[src/axil_pkg.sv]
`default_nettype none

package axil_pkg;

  // Bus field widths
  localparam int AXI_RESP_WIDTH = 2;
  localparam int AXI_PROT_WIDTH = 3;
  localparam int WAIT_WIDTH = 4;

  // Response codes
  localparam logic [AXI_RESP_WIDTH-1:0] RESP_OKAY = 2'd0;
  localparam logic [AXI_RESP_WIDTH-1:0] RESP_SLVERR = 2'd2;
  localparam logic [AXI_RESP_WIDTH-1:0] RESP_DECERR = 2'd3;

  // Register block map
  localparam logic [31:0] CSR_ID_VALUE = 32'h5A11_0001;
  localparam logic [15:0] CSR_ADDR_ID = 16'h0000;
  localparam logic [15:0] CSR_ADDR_SCRATCH = 16'h0004;
  localparam logic [15:0] CSR_ADDR_WAIT = 16'h0008;

  // Memory window start, the size comes from MEM_WORDS
  localparam logic [15:0] MEM_BASE_ADDR = 16'h1000;

endpackage

`default_nettype wire

[src/axil_if.sv]
`timescale 1ns/1ps
`default_nettype none

interface axil_if import axil_pkg::*; #(
  parameter int ADDR_WIDTH = 16,
  parameter int DATA_WIDTH = 32
);

  logic [ADDR_WIDTH-1:0]     awaddr;
  logic [AXI_PROT_WIDTH-1:0] awprot;
  logic                      awvalid;
  logic                      awready;
  logic [DATA_WIDTH-1:0]     wdata;
  logic [DATA_WIDTH/8-1:0]   wstrb;
  logic                      wvalid;
  logic                      wready;
  logic [AXI_RESP_WIDTH-1:0] bresp;
  logic                      bvalid;
  logic                      bready;
  logic [ADDR_WIDTH-1:0]     araddr;
  logic [AXI_PROT_WIDTH-1:0] arprot;
  logic                      arvalid;
  logic                      arready;
  logic [DATA_WIDTH-1:0]     rdata;
  logic [AXI_RESP_WIDTH-1:0] rresp;
  logic                      rvalid;
  logic                      rready;

  modport initiator (
    output awaddr, awprot, awvalid, wdata, wstrb, wvalid, bready,
    output araddr, arprot, arvalid, rready,
    input  awready, wready, bresp, bvalid, arready, rdata, rresp, rvalid
  );

  modport target (
    input  awaddr, awprot, awvalid, wdata, wstrb, wvalid, bready,
    input  araddr, arprot, arvalid, rready,
    output awready, wready, bresp, bvalid, arready, rdata, rresp, rvalid
  );

endinterface

`default_nettype wire

[src/axil_csr_block.sv]
`timescale 1ns/1ps
`default_nettype none

module axil_csr_block import axil_pkg::*; #(
  parameter int ADDR_WIDTH = 16,
  parameter int DATA_WIDTH = 32
) (
  input  logic                  clk,
  input  logic                  rst_n,
  axil_if.target                bus,
  output logic [WAIT_WIDTH-1:0] wait_cycles
);

  localparam logic [ADDR_WIDTH-1:0] ADDR_ID = ADDR_WIDTH'(CSR_ADDR_ID);
  localparam logic [ADDR_WIDTH-1:0] ADDR_SCRATCH = ADDR_WIDTH'(CSR_ADDR_SCRATCH);
  localparam logic [ADDR_WIDTH-1:0] ADDR_WAIT = ADDR_WIDTH'(CSR_ADDR_WAIT);

  logic                      up_q;
  logic                      bvalid_q;
  logic                      rvalid_q;
  logic [DATA_WIDTH-1:0]     scratch_q;
  logic [WAIT_WIDTH-1:0]     wait_q;
  logic [AXI_RESP_WIDTH-1:0] bresp_q;
  logic [AXI_RESP_WIDTH-1:0] rresp_q;
  logic [DATA_WIDTH-1:0]     rdata_q;
  logic                      wr_fire;
  logic                      rd_fire;
  logic                      wr_scratch;
  logic                      wr_wait;

  // One pending response per direction
  assign bus.awready = up_q && !bvalid_q;
  assign bus.wready = up_q && !bvalid_q;
  assign bus.arready = up_q && !rvalid_q;
  assign wr_fire = bus.awvalid && bus.awready && bus.wvalid;
  assign rd_fire = bus.arvalid && bus.arready;

  assign wr_scratch = (bus.awaddr == ADDR_SCRATCH);
  assign wr_wait = (bus.awaddr == ADDR_WAIT);

  always_ff @(posedge clk) begin
    if (!rst_n) begin
      up_q <= 1'b0;
      bvalid_q <= 1'b0;
      rvalid_q <= 1'b0;
      scratch_q <= '0;
      wait_q <= '0;
    end else begin
      up_q <= 1'b1;
      if (wr_fire) begin
        bvalid_q <= 1'b1;
        for (int b = 0; b < DATA_WIDTH / 8; b++) begin
          if (wr_scratch && bus.wstrb[b]) begin
            scratch_q[b*8 +: 8] <= bus.wdata[b*8 +: 8];
          end
        end
        if (wr_wait && bus.wstrb[0]) begin
          wait_q <= bus.wdata[WAIT_WIDTH-1:0];
        end
      end else if (bus.bready) begin
        bvalid_q <= 1'b0;
      end
      if (rd_fire) begin
        rvalid_q <= 1'b1;
      end else if (bus.rready) begin
        rvalid_q <= 1'b0;
      end
    end
  end

  // Response payloads, ID is read-only
  always_ff @(posedge clk) begin
    if (wr_fire) begin
      bresp_q <= (wr_scratch || wr_wait) ? RESP_OKAY : RESP_SLVERR;
    end
    if (rd_fire) begin
      rresp_q <= RESP_OKAY;
      case (bus.araddr)
        ADDR_ID:      rdata_q <= DATA_WIDTH'(CSR_ID_VALUE);
        ADDR_SCRATCH: rdata_q <= scratch_q;
        ADDR_WAIT:    rdata_q <= DATA_WIDTH'(wait_q);
        default: begin
          rdata_q <= '0;
          rresp_q <= RESP_SLVERR;
        end
      endcase
    end
  end

  assign bus.bvalid = bvalid_q;
  assign bus.bresp = bresp_q;
  assign bus.rvalid = rvalid_q;
  assign bus.rresp = rresp_q;
  assign bus.rdata = rdata_q;
  assign wait_cycles = wait_q;

endmodule

`default_nettype wire

[src/axil_mem_array.sv]
`timescale 1ns/1ps
`default_nettype none

module axil_mem_array #(
  parameter int MEM_WORDS = 64,
  parameter int DATA_WIDTH = 32,
  localparam int IDX_W = $clog2(MEM_WORDS)
) (
  input  logic                    clk,
  input  logic                    we,
  input  logic [IDX_W-1:0]        waddr,
  input  logic [IDX_W-1:0]        raddr,
  input  logic [DATA_WIDTH-1:0]   wdata,
  input  logic [DATA_WIDTH/8-1:0] wstrb,
  input  logic                    re,
  output logic [DATA_WIDTH-1:0]   rdata
);

  logic [DATA_WIDTH-1:0] mem [MEM_WORDS];

  // Byte-lane write merge
  always_ff @(posedge clk) begin
    if (we) begin
      for (int b = 0; b < DATA_WIDTH / 8; b++) begin
        if (wstrb[b]) begin
          mem[waddr][b*8 +: 8] <= wdata[b*8 +: 8];
        end
      end
    end
  end

  // Registered read port
  always_ff @(posedge clk) begin
    if (re) begin
      rdata <= mem[raddr];
    end
  end

endmodule

`default_nettype wire

[src/axil_mem_fsm.sv]
`timescale 1ns/1ps
`default_nettype none

module axil_mem_fsm import axil_pkg::*; #(
  parameter int ADDR_WIDTH = 16,
  parameter int DATA_WIDTH = 32,
  parameter int MEM_WORDS = 64
) (
  input  logic                  clk,
  input  logic                  rst_n,
  axil_if.target                bus,
  input  logic [WAIT_WIDTH-1:0] wait_cycles
);

  localparam int IDX_W = $clog2(MEM_WORDS);
  localparam logic [31:0] MEM_LO = 32'(MEM_BASE_ADDR);
  localparam logic [31:0] MEM_HI = MEM_LO + 32'(MEM_WORDS * 4);

  localparam logic [2:0] IDLE = 3'd0;
  localparam logic [2:0] WRITE_WAIT = 3'd1;
  localparam logic [2:0] WRITE_RESP = 3'd2;
  localparam logic [2:0] READ_WAIT = 3'd3;
  localparam logic [2:0] READ_RESP = 3'd4;

  logic [2:0]              state_q;
  logic                    up_q;
  logic                    armed_q;
  logic [ADDR_WIDTH-1:0]   addr_q;
  logic [DATA_WIDTH-1:0]   wdata_q;
  logic [DATA_WIDTH/8-1:0] wstrb_q;
  logic [31:0]             offset;
  logic                    in_range;
  logic                    in_wait;
  logic                    wait_over;
  logic                    timer_done;
  logic                    wr_fire;
  logic                    rd_fire;
  logic [DATA_WIDTH-1:0]   arr_rdata;

  // Writes win a tie in IDLE
  assign bus.awready = up_q && (state_q == IDLE);
  assign bus.wready = up_q && (state_q == IDLE);
  assign bus.arready = up_q && (state_q == IDLE) && !(bus.awvalid && bus.wvalid);
  assign wr_fire = bus.awvalid && bus.awready && bus.wvalid;
  assign rd_fire = bus.arvalid && bus.arready;

  assign offset = 32'(addr_q) - MEM_LO;
  assign in_range = (32'(addr_q) >= MEM_LO) && (32'(addr_q) < MEM_HI);

  // First wait cycle loads the timer, which puts the response at N+2
  assign in_wait = (state_q == WRITE_WAIT) || (state_q == READ_WAIT);
  assign wait_over = in_wait && armed_q && timer_done;

  always_ff @(posedge clk) begin
    if (!rst_n) begin
      state_q <= IDLE;
      up_q <= 1'b0;
      armed_q <= 1'b0;
    end else begin
      up_q <= 1'b1;
      armed_q <= in_wait && !wait_over;
      case (state_q)
        IDLE: begin
          if (wr_fire) begin
            state_q <= WRITE_WAIT;
          end else if (rd_fire) begin
            state_q <= READ_WAIT;
          end
        end
        WRITE_WAIT: if (wait_over) state_q <= WRITE_RESP;
        WRITE_RESP: if (bus.bready) state_q <= IDLE;
        READ_WAIT:  if (wait_over) state_q <= READ_RESP;
        READ_RESP:  if (bus.rready) state_q <= IDLE;
        default:    state_q <= IDLE;
      endcase
    end
  end

  always_ff @(posedge clk) begin
    if (wr_fire) begin
      addr_q <= bus.awaddr;
      wdata_q <= bus.wdata;
      wstrb_q <= bus.wstrb;
    end else if (rd_fire) begin
      addr_q <= bus.araddr;
    end
  end

  wait_timer wait_timer_inst (
    .clk        (clk),
    .rst_n      (rst_n),
    .load       (in_wait && !armed_q),
    .load_value (wait_cycles),
    .done       (timer_done)
  );

  axil_mem_array #(
    .MEM_WORDS  (MEM_WORDS),
    .DATA_WIDTH (DATA_WIDTH)
  ) axil_mem_array_inst (
    .clk   (clk),
    .we    ((state_q == WRITE_WAIT) && wait_over && in_range),
    .waddr (offset[IDX_W+1:2]),
    .raddr (offset[IDX_W+1:2]),
    .wdata (wdata_q),
    .wstrb (wstrb_q),
    .re    ((state_q == READ_WAIT) && wait_over && in_range),
    .rdata (arr_rdata)
  );

  // Out-of-window accesses answer DECERR with zero data
  assign bus.bvalid = (state_q == WRITE_RESP);
  assign bus.bresp = in_range ? RESP_OKAY : RESP_DECERR;
  assign bus.rvalid = (state_q == READ_RESP);
  assign bus.rresp = in_range ? RESP_OKAY : RESP_DECERR;
  assign bus.rdata = in_range ? arr_rdata : '0;

  a_state_legal: assert property (@(posedge clk) disable iff (!rst_n) state_q <= READ_RESP);

  a_one_resp: assert property (@(posedge clk) disable iff (!rst_n)
    !(bus.bvalid && bus.rvalid));

endmodule

`default_nettype wire

[src/axil_split.sv]
`timescale 1ns/1ps
`default_nettype none

module axil_split import axil_pkg::*; #(
  parameter int ADDR_WIDTH = 16,
  parameter int DATA_WIDTH = 32,
  parameter logic [ADDR_WIDTH-1:0] BRANCH_START_ADDR = 'h0,
  parameter logic [ADDR_WIDTH-1:0] BRANCH_END_ADDR = 'hFF
) (
  input  logic                      clk,
  input  logic                      rst_n,
  input  logic [ADDR_WIDTH-1:0]     root_awaddr,
  input  logic [AXI_PROT_WIDTH-1:0] root_awprot,
  input  logic                      root_awvalid,
  output logic                      root_awready,
  input  logic [DATA_WIDTH-1:0]     root_wdata,
  input  logic [DATA_WIDTH/8-1:0]   root_wstrb,
  input  logic                      root_wvalid,
  output logic                      root_wready,
  output logic [AXI_RESP_WIDTH-1:0] root_bresp,
  output logic                      root_bvalid,
  input  logic                      root_bready,
  input  logic [ADDR_WIDTH-1:0]     root_araddr,
  input  logic [AXI_PROT_WIDTH-1:0] root_arprot,
  input  logic                      root_arvalid,
  output logic                      root_arready,
  output logic [DATA_WIDTH-1:0]     root_rdata,
  output logic [AXI_RESP_WIDTH-1:0] root_rresp,
  output logic                      root_rvalid,
  input  logic                      root_rready,
  axil_if.initiator                 branch,
  axil_if.initiator                 trunk
);

  logic       aw_in_branch;
  logic       ar_in_branch;
  logic       wr_both;
  logic [1:0] wr_grant;
  logic [1:0] rd_grant;

  // ------------------------------
  // Request path
  // ------------------------------
  assign aw_in_branch = (root_awaddr >= BRANCH_START_ADDR) && (root_awaddr <= BRANCH_END_ADDR);
  assign ar_in_branch = (root_araddr >= BRANCH_START_ADDR) && (root_araddr <= BRANCH_END_ADDR);

  // AW and W only go out together
  assign wr_both = root_awvalid && root_wvalid;
  assign branch.awvalid = wr_both && aw_in_branch;
  assign branch.wvalid = wr_both && aw_in_branch;
  assign trunk.awvalid = wr_both && !aw_in_branch;
  assign trunk.wvalid = wr_both && !aw_in_branch;
  assign root_awready = (branch.awvalid && branch.awready) || (trunk.awvalid && trunk.awready);
  assign root_wready = (branch.wvalid && branch.wready) || (trunk.wvalid && trunk.wready);

  assign branch.arvalid = root_arvalid && ar_in_branch;
  assign trunk.arvalid = root_arvalid && !ar_in_branch;
  assign root_arready = (branch.arvalid && branch.arready) || (trunk.arvalid && trunk.arready);

  // Payloads go to both targets
  assign branch.awaddr = root_awaddr;
  assign trunk.awaddr = root_awaddr;
  assign branch.awprot = root_awprot;
  assign trunk.awprot = root_awprot;
  assign branch.wdata = root_wdata;
  assign trunk.wdata = root_wdata;
  assign branch.wstrb = root_wstrb;
  assign trunk.wstrb = root_wstrb;
  assign branch.araddr = root_araddr;
  assign trunk.araddr = root_araddr;
  assign branch.arprot = root_arprot;
  assign trunk.arprot = root_arprot;

  // ------------------------------
  // Response merge, bit 0 branch, bit 1 trunk
  // ------------------------------
  rr_arb wr_arb (
    .clk     (clk),
    .rst_n   (rst_n),
    .request ({trunk.bvalid, branch.bvalid}),
    .update  (root_bvalid && root_bready),
    .grant   (wr_grant)
  );

  assign root_bvalid = |wr_grant;
  assign root_bresp = wr_grant[1] ? trunk.bresp : branch.bresp;
  assign branch.bready = wr_grant[0] && root_bready;
  assign trunk.bready = wr_grant[1] && root_bready;

  rr_arb rd_arb (
    .clk     (clk),
    .rst_n   (rst_n),
    .request ({trunk.rvalid, branch.rvalid}),
    .update  (root_rvalid && root_rready),
    .grant   (rd_grant)
  );

  assign root_rvalid = |rd_grant;
  assign root_rresp = rd_grant[1] ? trunk.rresp : branch.rresp;
  assign root_rdata = rd_grant[1] ? trunk.rdata : branch.rdata;
  assign branch.rready = rd_grant[0] && root_rready;
  assign trunk.rready = rd_grant[1] && root_rready;

  a_window_order: assert property (@(posedge clk) BRANCH_END_ADDR > BRANCH_START_ADDR);

  a_root_b_stable: assert property (@(posedge clk) disable iff (!rst_n)
    root_bvalid && !root_bready |=> root_bvalid && $stable(root_bresp));

  a_root_r_stable: assert property (@(posedge clk) disable iff (!rst_n)
    root_rvalid && !root_rready |=> root_rvalid && $stable(root_rdata) && $stable(root_rresp));

endmodule

`default_nettype wire

[src/axil_subsys_top.sv]
`timescale 1ns/1ps
`default_nettype none

module axil_subsys_top import axil_pkg::*; #(
  parameter int ADDR_WIDTH = 16,
  parameter int DATA_WIDTH = 32,
  parameter logic [ADDR_WIDTH-1:0] BRANCH_START_ADDR = 'h0000,
  parameter logic [ADDR_WIDTH-1:0] BRANCH_END_ADDR = 'h00FF,
  parameter int MEM_WORDS = 64
) (
  input  logic                      clk,
  input  logic                      rst_n,
  input  logic [ADDR_WIDTH-1:0]     root_awaddr,
  input  logic [AXI_PROT_WIDTH-1:0] root_awprot,
  input  logic                      root_awvalid,
  output logic                      root_awready,
  input  logic [DATA_WIDTH-1:0]     root_wdata,
  input  logic [DATA_WIDTH/8-1:0]   root_wstrb,
  input  logic                      root_wvalid,
  output logic                      root_wready,
  output logic [AXI_RESP_WIDTH-1:0] root_bresp,
  output logic                      root_bvalid,
  input  logic                      root_bready,
  input  logic [ADDR_WIDTH-1:0]     root_araddr,
  input  logic [AXI_PROT_WIDTH-1:0] root_arprot,
  input  logic                      root_arvalid,
  output logic                      root_arready,
  output logic [DATA_WIDTH-1:0]     root_rdata,
  output logic [AXI_RESP_WIDTH-1:0] root_rresp,
  output logic                      root_rvalid,
  input  logic                      root_rready
);

  logic [WAIT_WIDTH-1:0] wait_cycles;

  axil_if #(.ADDR_WIDTH(ADDR_WIDTH), .DATA_WIDTH(DATA_WIDTH)) branch_bus ();
  axil_if #(.ADDR_WIDTH(ADDR_WIDTH), .DATA_WIDTH(DATA_WIDTH)) trunk_bus ();

  // ------------------------------
  // Address split
  // ------------------------------
  axil_split #(
    .ADDR_WIDTH        (ADDR_WIDTH),
    .DATA_WIDTH        (DATA_WIDTH),
    .BRANCH_START_ADDR (BRANCH_START_ADDR),
    .BRANCH_END_ADDR   (BRANCH_END_ADDR)
  ) axil_split_inst (
    .clk          (clk),
    .rst_n        (rst_n),
    .root_awaddr  (root_awaddr),
    .root_awprot  (root_awprot),
    .root_awvalid (root_awvalid),
    .root_awready (root_awready),
    .root_wdata   (root_wdata),
    .root_wstrb   (root_wstrb),
    .root_wvalid  (root_wvalid),
    .root_wready  (root_wready),
    .root_bresp   (root_bresp),
    .root_bvalid  (root_bvalid),
    .root_bready  (root_bready),
    .root_araddr  (root_araddr),
    .root_arprot  (root_arprot),
    .root_arvalid (root_arvalid),
    .root_arready (root_arready),
    .root_rdata   (root_rdata),
    .root_rresp   (root_rresp),
    .root_rvalid  (root_rvalid),
    .root_rready  (root_rready),
    .branch       (branch_bus.initiator),
    .trunk        (trunk_bus.initiator)
  );

  // ------------------------------
  // Targets
  // ------------------------------
  axil_csr_block #(
    .ADDR_WIDTH (ADDR_WIDTH),
    .DATA_WIDTH (DATA_WIDTH)
  ) axil_csr_block_inst (
    .clk         (clk),
    .rst_n       (rst_n),
    .bus         (branch_bus.target),
    .wait_cycles (wait_cycles)
  );

  // WAIT_CYCLES from the register block sets memory latency
  axil_mem_fsm #(
    .ADDR_WIDTH (ADDR_WIDTH),
    .DATA_WIDTH (DATA_WIDTH),
    .MEM_WORDS  (MEM_WORDS)
  ) axil_mem_fsm_inst (
    .clk         (clk),
    .rst_n       (rst_n),
    .bus         (trunk_bus.target),
    .wait_cycles (wait_cycles)
  );

endmodule

`default_nettype wire

[src/rr_arb.sv]
`timescale 1ns/1ps
`default_nettype none

module rr_arb (
  input  logic       clk,
  input  logic       rst_n,
  input  logic [1:0] request,
  input  logic       update,
  output logic [1:0] grant
);

  logic       last_q;
  logic [1:0] hold_q;
  logic [1:0] fair;

  // On a tie, favor whoever did not win the last transfer
  always_comb begin
    if (request == 2'b11) begin
      fair = last_q ? 2'b01 : 2'b10;
    end else begin
      fair = request;
    end
  end

  // A stalled grant stays put until its transfer completes
  assign grant = (|hold_q) ? hold_q : fair;

  always_ff @(posedge clk) begin
    if (!rst_n) begin
      last_q <= 1'b0;
      hold_q <= 2'b00;
    end else begin
      if (update) begin
        last_q <= grant[1];
      end
      hold_q <= update ? 2'b00 : grant;
    end
  end

  a_grant_legal: assert property (@(posedge clk) disable iff (!rst_n)
    $onehot0(grant) && ((grant & ~request) == 2'b00));

endmodule

`default_nettype wire

[src/wait_timer.sv]
`timescale 1ns/1ps
`default_nettype none

module wait_timer import axil_pkg::*; (
  input  logic                  clk,
  input  logic                  rst_n,
  input  logic                  load,
  input  logic [WAIT_WIDTH-1:0] load_value,
  output logic                  done
);

  logic [WAIT_WIDTH-1:0] count_q;

  // Counts down to zero and parks there
  always_ff @(posedge clk) begin
    if (!rst_n) begin
      count_q <= '0;
    end else if (load) begin
      count_q <= load_value;
    end else if (count_q != '0) begin
      count_q <= count_q - 1'b1;
    end
  end

  assign done = (count_q == '0);

  a_load_idle: assert property (@(posedge clk) disable iff (!rst_n) load |-> count_q == '0);

endmodule

`default_nettype wire
[config.mk]
export PLATFORM = sky130hd
export DESIGN_NAME = axil_subsys_top
export DESIGN_NICKNAME = d
export VERILOG_FILES = /design/src/axil_pkg.sv /design/src/axil_if.sv /design/src/axil_csr_block.sv /design/src/axil_mem_array.sv /design/src/axil_mem_fsm.sv /design/src/axil_split.sv /design/src/axil_subsys_top.sv /design/src/rr_arb.sv /design/src/wait_timer.sv
export SDC_FILE = /design/constraint.sdc
export NUM_CORES = 2
export LEC_CHECK = 0
export ABC_AREA = 1
export BUFFER_PORTS_ARGS = -buffer_cell sky130_fd_sc_hd__buf_2
export CAP_MARGIN = 20
export CORE_UTILIZATION = 40
export DETAILED_ROUTE_END_ITERATION = 16
export HOLD_SLACK_MARGIN = 0.15
export PLACE_DENSITY = 0.69
export SLEW_MARGIN = 20
export SYNTH_ARGS = -nofsm -noshare
export SYNTH_HDL_FRONTEND = slang
export SYNTH_SLANG_ARGS = --single-unit
[constraint.sdc]
create_clock -name clk -period 3.6 [get_ports clk]
set_clock_uncertainty 0.05 [all_clocks]
set_input_delay 0.72 -clock clk [delete_from_list [all_inputs] [get_ports clk]]
set_output_delay 0.72 -clock clk [all_outputs]
set_load 0.005 [all_outputs]
==> flow_summary.yaml <==
place:
  portBuffers: 115
  hpwl_um: 150000
  place_congestion: 0.880
  dpl.cell_count: 11119
yosys:
  synthArstFlopShare_pct: 0
  synth_top_area_cell: "edfxtp_1"
  avgSynthCellArea_um2: 11.2
  muxShareOfSynthArea_pct: 0
  synth_compound_area_share_pct: 4.89
  syn_nets: 8075
  ys.flop_type: "edfxtp_1"
  synth_area_um2: 89500
  synth_common_cells: "nand2_1 (3617), edfxtp_1 (2164), nor2_1 (567), a21oi_1 (540), clkbuf_1 (275)"
  synth_xor_area_share_pct: 0.0196
  synth_top_family_by_area: "simple AND/OR/NAND/NOR gates"
  synth_simple_gate_area_share_pct: 18.9
  yosysWarnings: 0
  synth-seq-cells: 2217
  synth_cell_types: 35
  synth_seq_area_share_pct: 73.8
  synth_fa_ha_area_share_pct: 0.0280
  syn_inst: 7992
  synth_edf_count: 2164
  synth_area_leaders: "edfxtp_1 (73%), nand2_1 (15%), a21oi_1 (3.0%), nor2_1 (2.4%), o21ai_0 (1.5%)"
  yosysTopAreaCellShare_pct: 72.6
  yosysMostFrequentCell: "nand2_1"
power_and_ir_drop:
  leakage_nw: 38.4
  ir_drop_uv: 463
  power.density_nw_per_um2: 531
drt:
  drt-initial-drc-count: 7682
  route.detailed.drc: 0
  drt-total-wl_um: 254000
  wl_per_cell_um: 21.9
  avgViaCountPerCell: 5.30
  vias: 61314
  first_pass_iters: 6
  ant_nets: 0
critical_path:
  endpoint_kind: "output port"
  regToRegSetupSlack_ps: 520
  max_stage_delay_ps: 420
  arrival_ps: 2670
  critPathLaunchType: "flop"
  crit_fanout: 33
  critPathKind: "flop to output port"
  cpLargestDelayFamily: "simple AND/OR/NAND/NOR gates"
  crit_required_ps: 2830
  path_cells: "or2_1 > nor4_4 > buf_6 > nand3_1 > nand2_1 > buf_2"
  cp_slowest_cell: "nor4_4"
  worstPathBufferInverterCount: 2
global_routing:
  global_route.overflow_total: 0
  grtUsageTotal_pct: 22.1
  antenna_found_initial: 4
  grt_pass1_wl_um: 371000
  grt_pass1_vias: 58438
  grt_start_max_net_pins: 125
sta:
  setup_violations: 0
  hold-worst-slack_ps: 209
  rsz0062_at_grt: "no"
  max_slew_margin_pct: 23.2
  fin_setup_tns_ps: 0
  fin_crit_ps: 3440
  final_max_slew_viol_count: 0
  hold_violations: 0
  worstMarginPinSlew_ps: 1150
  finalCritPeriodShare_pct: 95.6
  fmax_ghz: 0.291
layout:
  drive_gt1_share_pct: 10.8
  area_delta_synth_final_pct: 15.1
  nets: 8488
  utilization_pct: 46.3
  fin_cells: 11558
clock_tree:
  post-cts-setup-buffers: 0
  cts_buffers: 209
  clock_path_buffers: 3
  clk_pin_slew_ps: 70
  tritoncts: "yes"
  clk_latency_ps: 860
  h-tree-depth: 4
  clockRootBuffer: "clkbuf_16"
  clock_sinks: 2217
outcome:
  outcome: "finished, final reports clean"
job:
  maxCapViolations: 0
floorplan:
  rows: 173
  start_util_pct: 40.2
  die_w_um: 475
  die_area_um2: 226000
  dieHeight_um: 475
  io_pins: 122
  fp.coreArea_um2: 222000
min_path:
  hp-class: "input port to flop"
==> registers in the layout, indices dropped and copies added, names as in the netlist, 2 cells and up <==
signal and count:
axil_mem_fsm_inst.axil_mem_array_inst.mem 2048, axil_split_inst.rd_arb.hold_q 2, axil_csr_block_inst.scratch_q 32, axil_split_inst.wr_arb.hold_q 2
axil_mem_fsm_inst.axil_mem_array_inst.rdata 32, axil_mem_fsm_inst.state_q 3, axil_csr_block_inst.wait_cycles 4, axil_csr_block_inst.bus.rdata 32
axil_mem_fsm_inst.wdata_q 32, axil_mem_fsm_inst.wait_timer_inst.count_q 4, axil_mem_fsm_inst.wstrb_q 4, axil_mem_fsm_inst.addr_q 14
==> path summary, 6_finish.rpt <==
check,end,start,cells past startpoint
max,root_rdata[1],axil_mem_fsm_inst.addr_q[9],6
min,axil_split_inst.rd_arb.last_q,root_rready,3
max reg2reg,axil_mem_fsm_inst.axil_mem_array_inst.mem[51][14],axil_mem_fsm_inst.addr_q[2],6
min reg2reg,axil_split_inst.rd_arb.last_q,axil_split_inst.rd_arb.last_q,2
==> per-stage QoR <==
stage / power (mW) / instance area (µm²) / worst slack (ps)
after CTS: 54.7 / 103000 / 30.4
after floorplan: 31.9 / 89500 / 693
after detailed placement: 33.8 / 96000 / 622
after global placement: 33.7 / 96000 / 629
final: 54.6 / 103000 / 160
after global routing: 56.2 / 103000 / 30.5
==> cells by family (layout without fill, tap and decap cells) <==
kind of cell / Yosys count / in the layout
simple gates: 4390 / 4390
flops: 2217 / 2217
compound gates: 853 / 853
buf+inv: 528 / 1111
fa+ha+maj: 2 / 2
xor+xnor: 2 / 2
other cells: 0 / 8
==> worst register-to-register path, cell delays in order (launching register included) <==
cell and delay, ps:
edfxtp_1 510, buf_12 270, nand3_1 220, inv_6 410
nand2_1 780, nor2_1 300, buf_4 230
==> layer usage <==
layer  track usage (%)  wire length (µm)  part of all wire (%)  up-vias
met3              4.48             26500                    10      567
li1                  -                 -                     -    27822
met5                 0                13                0.0051        -
met1              29.3             96900                    38    29638
met2              34.3            116000                    46     3285
met4              11.7             14100                   5.6        2
==> power breakdown <==
| part | switching (mW) | internal, mW |
|---|---|---|
| Sequential | 0.0796 | 28.3 |
| Combinational | 3.67 | 1.33 |
| Clock | 9.46 | 11.7 |
| Total | 13.2 | 41.4 |
==> cell type report <==
| class | instances | area [µm²] |
|---|---|---|
| fill | 19424 | 119000 |
| sequential | 2217 | 66000 |
| multi-input combinational | 5247 | 21400 |
| clock buffer | 267 | 5580 |
| timing repair buffer | 623 | 4910 |
| tap | 2975 | 3720 |
| clock inverter | 114 | 911 |
| inverter | 107 | 439 |
| antenna | 8 | 20.0 |
==> layout by cell type, fill, tap and decap left out, types with 60 or more instances in the layout <==
| master | n |
|---|---|
| clkinv_1 | 60 |
| clkbuf_16 | 215 |
| buf_2 | 115 |
| a21oi_1 | 540 |
| nand3_1 | 81 |
| inv_1 | 93 |
| nand2_1 | 3617 |
| nor2_1 | 567 |
| o21ai_0 | 271 |
| edfxtp_1 | 2164 |
| buf_4 | 426 |
==> what timing repair did <==
item	CTS	global route
endpoints found under the hold margin	85	0
hold buffers	50	0
setup endpoints to repair	0	10
gates resized for setup	0	1
Power figures use the tool's default switching activity.
